===== config.mk =====
export PLATFORM = sky130hd
export DESIGN_NAME = routerArbiterTop
export DESIGN_NICKNAME = d
export VERILOG_FILES = /design/src/hdl/routerPkg.sv /design/src/hdl/routerArbiterTop.sv /design/src/hdl/outputStage.sv /design/src/hdl/switchArbiter.sv /design/src/hdl/packetTimer.sv
export SDC_FILE = /design/constraint.sdc
export NUM_CORES = 1
export LEC_CHECK = 0
export ABC_AREA = 1
export ABC_CLOCK_PERIOD_IN_PS = 5130
export BUFFER_PORTS_ARGS = -buffer_cell sky130_fd_sc_hd__buf_2
export CAP_MARGIN = 20
export CORE_MARGIN = 2
export CORE_UTILIZATION = 45
export CTS_BUF_LIST = sky130_fd_sc_hd__clkbuf_16
export CTS_CLUSTER_DIAMETER = 150
export DETAILED_ROUTE_END_ITERATION = 10
export PLACE_DENSITY = 0.66
export SLEW_MARGIN = 20
export SYNTH_ARGS = -nofsm -noshare
export SYNTH_HDL_FRONTEND = slang
export SYNTH_SLANG_ARGS = --single-unit
export TNS_END_PERCENT = 1

===== constraint.sdc =====
create_clock -name clk -period 5.13 [get_ports clk]
set_input_delay 0 -clock clk [delete_from_list [all_inputs] [get_ports clk]]
set_output_delay 0 -clock clk [all_outputs]
set_load 0.05 [all_outputs]

===== src/hdl/routerPkg.sv =====
package routerPkg;

  // Local, North, East, West, South.
  localparam int portCount = 5;

  typedef logic [2:0] flitIdT;

  // Identifier of the first flit of a packet.
  localparam flitIdT flitHeader = 3'd1;

  // Tenure in clock cycles, carried in the header payload.
  typedef logic [11:0] lengthT;

  typedef logic [15:0] payloadT;

  typedef struct packed {
    flitIdT  flitId;
    payloadT payload;
  } flitT;

  // One bit per port, Local in bit 0.
  typedef logic [portCount-1:0] portVecT;

  // One-hot arbiter states.
  typedef enum logic [5:0] {
    idle       = 6'b000001,
    grantLocal = 6'b000010,
    grantNorth = 6'b000100,
    grantEast  = 6'b001000,
    grantWest  = 6'b010000,
    grantSouth = 6'b100000
  } arbStateT;

endpackage

===== src/hdl/routerArbiterTop.sv =====
`timescale 1ns/1ps

module routerArbiterTop
(
  input  logic                                         clk,
  input  logic                                         rst,
  input  routerPkg::flitT [routerPkg::portCount-1:0] inFlit,
  input  routerPkg::portVecT                           req,
  output routerPkg::portVecT                           grant,
  output routerPkg::flitT                              outFlit,
  output logic                                         outValid
);

  // Grant decision, registered.
  switchArbiter arbiter
  (
    .clk    (clk),
    .rst    (rst),
    .inFlit (inFlit),
    .req    (req),
    .grant  (grant)
  );

  // Output link register, one cycle behind the grant.
  outputStage outStage
  (
    .clk      (clk),
    .rst      (rst),
    .grant    (grant),
    .inFlit   (inFlit),
    .outFlit  (outFlit),
    .outValid (outValid)
  );

endmodule


===== src/hdl/outputStage.sv =====
`timescale 1ns/1ps

module outputStage
(
  input  logic                                         clk,
  input  logic                                         rst,
  input  routerPkg::portVecT                           grant,
  input  routerPkg::flitT [routerPkg::portCount-1:0] inFlit,
  output routerPkg::flitT                              outFlit,
  output logic                                         outValid
);

  routerPkg::flitT selFlit;
  logic            anyGrant;

  // Grant is one-hot, so an OR of the masked flits is the mux.
  always_comb
  begin
    selFlit = '0;
    for (int p = 0; p < routerPkg::portCount; p++)
    begin
      if (grant[p])
      begin
        selFlit = selFlit | inFlit[p];
      end
    end
  end

  assign anyGrant = |grant;

  // One register stage onto the output link.
  always_ff @(posedge clk)
  begin
    if (rst)
    begin
      outFlit  <= '0;
      outValid <= 1'b0;
    end
    else
    begin
      outFlit  <= selFlit;
      outValid <= anyGrant;
    end
  end

endmodule


===== src/hdl/switchArbiter.sv =====
`timescale 1ns/1ps

module switchArbiter
(
  input  logic                                         clk,
  input  logic                                         rst,
  input  routerPkg::flitT [routerPkg::portCount-1:0] inFlit,
  input  routerPkg::portVecT                           req,
  output routerPkg::portVecT                           grant
);

  routerPkg::arbStateT state;
  routerPkg::arbStateT nextState;
  routerPkg::portVecT  run;
  routerPkg::portVecT  timesUp;

  // One tenure timer per input port.
  for (genvar p = 0; p < routerPkg::portCount; p++)
  begin : genTimer
    packetTimer timerInst
    (
      .clk     (clk),
      .rst     (rst),
      .inFlit  (inFlit[p]),
      .run     (run[p]),
      .timesUp (timesUp[p])
    );
  end

  // Grant state for a port index.
  function automatic routerPkg::arbStateT stateOf(input int idx);
    routerPkg::arbStateT result;
    case (idx)
      0:       result = routerPkg::grantLocal;
      1:       result = routerPkg::grantNorth;
      2:       result = routerPkg::grantEast;
      3:       result = routerPkg::grantWest;
      4:       result = routerPkg::grantSouth;
      default: result = routerPkg::idle;
    endcase
    return result;
  endfunction

  // Port index held in a grant state.
  // Idle maps to South so that the search starts at Local.
  function automatic int holderOf(input routerPkg::arbStateT st);
    int result;
    case (st)
      routerPkg::grantLocal: result = 0;
      routerPkg::grantNorth: result = 1;
      routerPkg::grantEast:  result = 2;
      routerPkg::grantWest:  result = 3;
      default:               result = routerPkg::portCount - 1;
    endcase
    return result;
  endfunction

  // First requester in rotation after the given port.
  // The given port itself is checked last.
  function automatic routerPkg::arbStateT pickNext
  (
    input routerPkg::portVecT reqs,
    input int                 after
  );
    routerPkg::arbStateT result;
    int                  idx;
    result = routerPkg::idle;
    for (int k = routerPkg::portCount; k >= 1; k--)
    begin
      idx = after + k;
      if (idx >= routerPkg::portCount)
      begin
        idx = idx - routerPkg::portCount;
      end
      if (reqs[idx])
      begin
        result = stateOf(idx);
      end
    end
    return result;
  endfunction

  always_ff @(posedge clk)
  begin
    if (rst)
    begin
      state <= routerPkg::idle;
    end
    else
    begin
      state <= nextState;
    end
  end

  always_comb
  begin
    int holder;
    holder    = holderOf(state);
    run       = '0;
    nextState = routerPkg::idle;
    case (state)
      routerPkg::idle:
      begin
        nextState = pickNext(req, holder);
      end
      routerPkg::grantLocal,
      routerPkg::grantNorth,
      routerPkg::grantEast,
      routerPkg::grantWest,
      routerPkg::grantSouth:
      begin
        // Holder keeps the link until it drops out or its timer expires.
        if (req[holder] && !timesUp[holder])
        begin
          run[holder] = 1'b1;
          nextState   = state;
        end
        else
        begin
          nextState = pickNext(req, holder);
        end
      end
      default:
      begin
        nextState = routerPkg::idle;
      end
    endcase
  end

  // Grant bits are the state without the idle bit.
  assign grant = state[routerPkg::portCount:1];

endmodule


===== src/hdl/packetTimer.sv =====
`timescale 1ns/1ps

module packetTimer
(
  input  logic           clk,
  input  logic           rst,
  input  routerPkg::flitT inFlit,
  input  logic           run,
  output logic           timesUp
);

  routerPkg::lengthT lengthReg;
  routerPkg::lengthT count;
  logic              isHeader;

  assign isHeader = (inFlit.flitId == routerPkg::flitHeader);

  // Length is only taken from header flits.
  always_ff @(posedge clk)
  begin
    if (rst)
    begin
      lengthReg <= '0;
    end
    else if (isHeader)
    begin
      lengthReg <= inFlit.payload[$bits(routerPkg::lengthT)-1:0];
    end
  end

  // Counts granted cycles, restarts whenever the port is not running.
  always_ff @(posedge clk)
  begin
    if (rst)
    begin
      count <= '0;
    end
    else if (run)
    begin
      count <= count + 1'b1;
    end
    else
    begin
      count <= '0;
    end
  end

  assign timesUp = (count == lengthReg);

endmodule


==> impl.org <==
** Power
- Power Total :: 3.85 mW
- Clock network fraction of total power :: 28.8%
- Across the VDD grid, the largest voltage drop is 0.276 mV.
- Seq pwr share :: 35.0%
- Summed over all cells, the static leakage comes to 4.01 nW.
- Power Internal :: 2.31 mW
- Power density over the cells :: 406 mW/mm2
- Proportion of power drawn by combinational gates :: 36.2%
- For this design the total switching power over the nets is 1.54 mW.
- Share of total power consumed by net switching :: 40.0%

** Timing
- Slew at the pin with the worst max-slew slack :: 0.850 ns
- Headroom to the max-slew limit :: 43.3%
- Derived from the worst setup path, the maximum achievable clock frequency is 0.278 GHz.
- Setup repair after global routing missed its margin :: false
- Post-route worst setup slack :: 1.54 ns
- Setup TNS after final layout :: 0 ns
- Final worst clock skew :: 0.0118 ns
- Share of the clock period used by the worst path after layout :: 70.0%
- The max-slew violation count was 0.
- Crit path time final :: 3.59 ns
- Setup violations remaining at the end of the flow were counted as 0.
- Hold is met by 0.108 ns.
- Final Hold Fails :: 0

** Yosys
- Synthesis produced a netlist whose cell count is 1011.
- The number of nets in the synthesized netlist is 1124.
- Among all flip-flop cells after synthesis, the most frequent one is dfxtp_1.
- Count of different cell masters after synthesis :: 44
- Sequential cells were found to cover 39.4% of the synthesized design area.
- After synthesis the netlist holds a flip-flop and latch count of 146.
- Yosys printed 0 warnings.
- Of all flip-flops after synthesis, the portion carrying an async set or reset was 0%.
- Post-Synthesis Cell Area :: 0.00741 mm2
- After synthesis, the mean cell area works out to 7.33 um2.
- The synthesized design contains 0 enable-type register cells.

** Detailed routing
- Antenna violation net count after detailed routing :: 0
- Detailed-router iteration count before antenna repair :: 5
- Total wire length after detailed routing :: 23.3 mm
- After detailed routing, the average wire length per cell comes to 16.2 um.
- After detailed routing, the number of vias per cell comes to 5.16.
- After detailed routing, the number of remaining DRC violations is 0.
- Routed via count :: 7396
- For this block, the initial DRC count from the detailed router was 491.

** Clock network
- Gates resized during post-CTS repair numbered 0.
- TritonCTS clock tree :: built
- Total clock buffers created by CTS :: 17
- Clock transition at the registers of the reported paths :: 0.06 ns
- Number of levels the H-tree was split into :: 4
- Post-CTS setup repair buffer count :: 0
- For this design, the CTS-stage hold fixing added 85 buffers.
- Buffers from clock root to sink, at most :: 2
- In this run the clock root is driven by a clkbuf_16.
- Latest clock arrival within the worst-skew pair :: 0.43 ns
- The clock net in this run drives a total of 146 sinks.

** Layout
- For this run, the post-layout net count is 1316.
- Layout area overhead :: 28.2%
- Counting the fill cells in the layout gives 1541.
- The repair_antennas step left the layout with diodes totalling 0.
- Non-filler instance count after layout :: 1432
- Of the cells placed in the final design, the portion with a size suffix greater than 1 is 15.5%.

** Global routing
- The total overflow left after global routing is 0.
- Antenna violations before repair :: 1
- Number of global-route vias before repair :: 7318
- Pin count of the biggest net entering global routing :: 31
- Global routing consumed, over all layers together, 26.9% of the routing resources.
- Global-route wire length before repair :: 37.2 mm

** Placed design
- The number of placed instances, taps included, is 1315.
- Pre-CTS setup slack :: 1.64 ns
- Total of buffers placed on input and output ports :: 126
- Routability-driven placement finished with a final weighted congestion of 0.960.
- Dpl hpwl :: 17.0 mm

** Floorplanning
- The die is 132 um tall.
- Number of placement rows :: 46
- I/O pin total :: 127
- The die covers 0.0175 mm2.
- The initial utilization of the core area, before any placement, comes to 46.3%.
- Die width :: 132 um
- The total area inside the core boundary comes to 0.0160 mm2.

** Worst setup path
- For flop-to-flop paths, the worst setup slack is 1.54 ns.
- The critical path contains buffers and inverters numbering 3 combined.
- Most prevalent standard cell on the critical path :: nand2_1
- Type of destination of the critical path :: register
- Along the worst path, the maximum fanout reaches 24.
- Critical path startpoint category :: register
- Among all stages on the critical path, the largest delay is contributed by dfxtp_1.
- Critical path start-end classification :: register to register
- STA puts the critical path data required time at 5.43 ns.
- Critical-path cell list :: nor2_1, nand3_1, nand2_2, nor2_4, inv_2, ha_1, inv_1, nor2_2, inv_1, o21ai_2, nand3_1, nand2_1, nand2_1, nand2_1, nand2_1, nand2_1, nand2_1
- For this run, the slowest stage of the critical path takes 0.88 ns.
- Crit path arrival time :: 3.89 ns
- Grouping stages by cell kind, the critical path spends the most delay in simple AND/OR/NAND/NOR gates.

** Job
- Count of maximum capacitance violations :: 0

** Min path
- Hold Path Class :: primary input to register

** Outcome
- Run status :: finished, final reports clean
layout by cell type (no fill, tap or decap), drive strengths merged, types with 5 or more instances in the layout:
| master | instances |
|---|---|
| nand2 | 157 |
| dfxtp | 146 |
| inv | 146 |
| buf | 128 |
| a21oi | 110 |
| nor2 | 88 |
| dlygate4sd3 | 85 |
| o21ai | 67 |
| nand3 | 51 |
| xor2 | 40 |
| nor3 | 34 |
| xnor2 | 30 |
| nand4 | 26 |
| a221oi | 18 |
| clkbuf | 17 |
| a22o | 16 |
| ha | 11 |
| or2 | 9 |
| clkinv | 7 |
| clkinvlp | 5 |
cell type report:
cell class / count / area, um2 / share of cell area, %
Clock inverter: 15 / 91.3 / 0.961
Inverter: 143 / 537 / 5.65
Clock buffer: 17 / 425 / 4.48
Timing Repair Buffer: 213 / 1500 / 15.7
Tap cell: 216 / 270 / 2.84
Multi-Input combinational cell: 682 / 3760 / 39.6
Sequential cell: 146 / 2920 / 30.8
path summary, 6_finish.rpt:
kind                                                                     to  cells after the start                                  startpoint
worst min-delay path            arbiter.genTimer[3].timerInst.lengthReg[10]                      2                                         rst
worst max register to register                             arbiter.state[5]                     17                            arbiter.state[3]
worst max-delay path                                       arbiter.state[5]                     17                            arbiter.state[3]
worst min register to register   arbiter.genTimer[0].timerInst.lengthReg[2]                      2  arbiter.genTimer[0].timerInst.lengthReg[2]
synthesized netlist by cell type (3+ instances only):
cell type,instances,area share (%)
nor2_4,3,0.46
o21ai_0,64,4.3
nor4_1,3,0.25
xnor2_1,30,3.5
nor2_2,3,0.25
o22ai_1,3,0.25
a221oi_1,18,2.1
nor3_1,32,2.2
buf_1,3,0.15
o211ai_1,3,0.30
nand2_2,7,0.59
nand2_1,150,7.6
and3_1,3,0.25
or2_2,7,0.59
buf_2,4,0.27
inv_2,5,0.25
a21oi_1,108,7.3
o31ai_1,3,0.30
a31oi_1,3,0.25
clkbuf_1,24,1.2
inv_1,137,6.9
nand4_1,25,2.1
nor2_1,82,4.2
a22o_1,16,1.9
xor2_1,40,4.7
nand3_1,49,3.3
dfxtp_1,146,39
ha_1,11,1.9
buf_4,8,0.81
layer usage:
layer  wire [um]  GRT usage, %  vias up
met4         740          11.0        2
li1            -             -     3722
met1        9850          33.8     3387
met2       11100          45.4      238
met5           8             0        -
met3        1520          5.00       47
power by group through the flow:
stage	clock network (mW)	logic [mW]	registers (mW)
after floorplan	0	0.744	1.53
after global placement	0	1.27	1.37
after detailed placement	0	1.26	1.37
after CTS	1.12	1.37	1.34
after global routing	1.17	1.51	1.36
final	1.11	1.40	1.35
sequential cells by signal, summed over array words and instances, names as in the netlist:
| signal | count |
|---|---|
| arbiter.state | 6 |
| arbiter.genTimer.timerInst.count | 60 |
| outStage.outFlit | 19 |
| arbiter.genTimer.timerInst.lengthReg | 60 |
| outStage.outValid | 1 |
kinds of logic after synthesis:
kind of cell	count (synthesis)	share of synthesized area (%)
flip-flops	146	39.4
XOR/XNOR	70	8.27
buffers and inverters	183	9.84
adder cells (fa/ha/maj)	11	1.86
AO/OA/AOI/OAI	226	17.6
AND/OR/NAND/NOR	375	23.0
metrics by stage:
stage / area [um2] / utilization, %
final: 9500 / 59.4
after floorplan: 7410 / -
after CTS: 9500 / 59.4
after global placement: 8140 / 50.8
after detailed placement: 8140 / 50.8
after global routing: 9500 / 59.4
worst reg2reg max path, cell delays in order, from the launching register on:
cell and delay, ns:
dfxtp_1 0.88, nor2_1 0.24, nand3_1 0.28, nand2_2 0.23
nor2_4 0.27, inv_2 0.13, ha_1 0.32, inv_1 0.06
nor2_2 0.16, inv_1 0.11, o21ai_2 0.36, nand3_1 0.12
nand2_1 0.07, nand2_1 0.05, nand2_1 0.06, nand2_1 0.05
nand2_1 0.05, nand2_1 0.04
(Power assumes the default switching activity.)
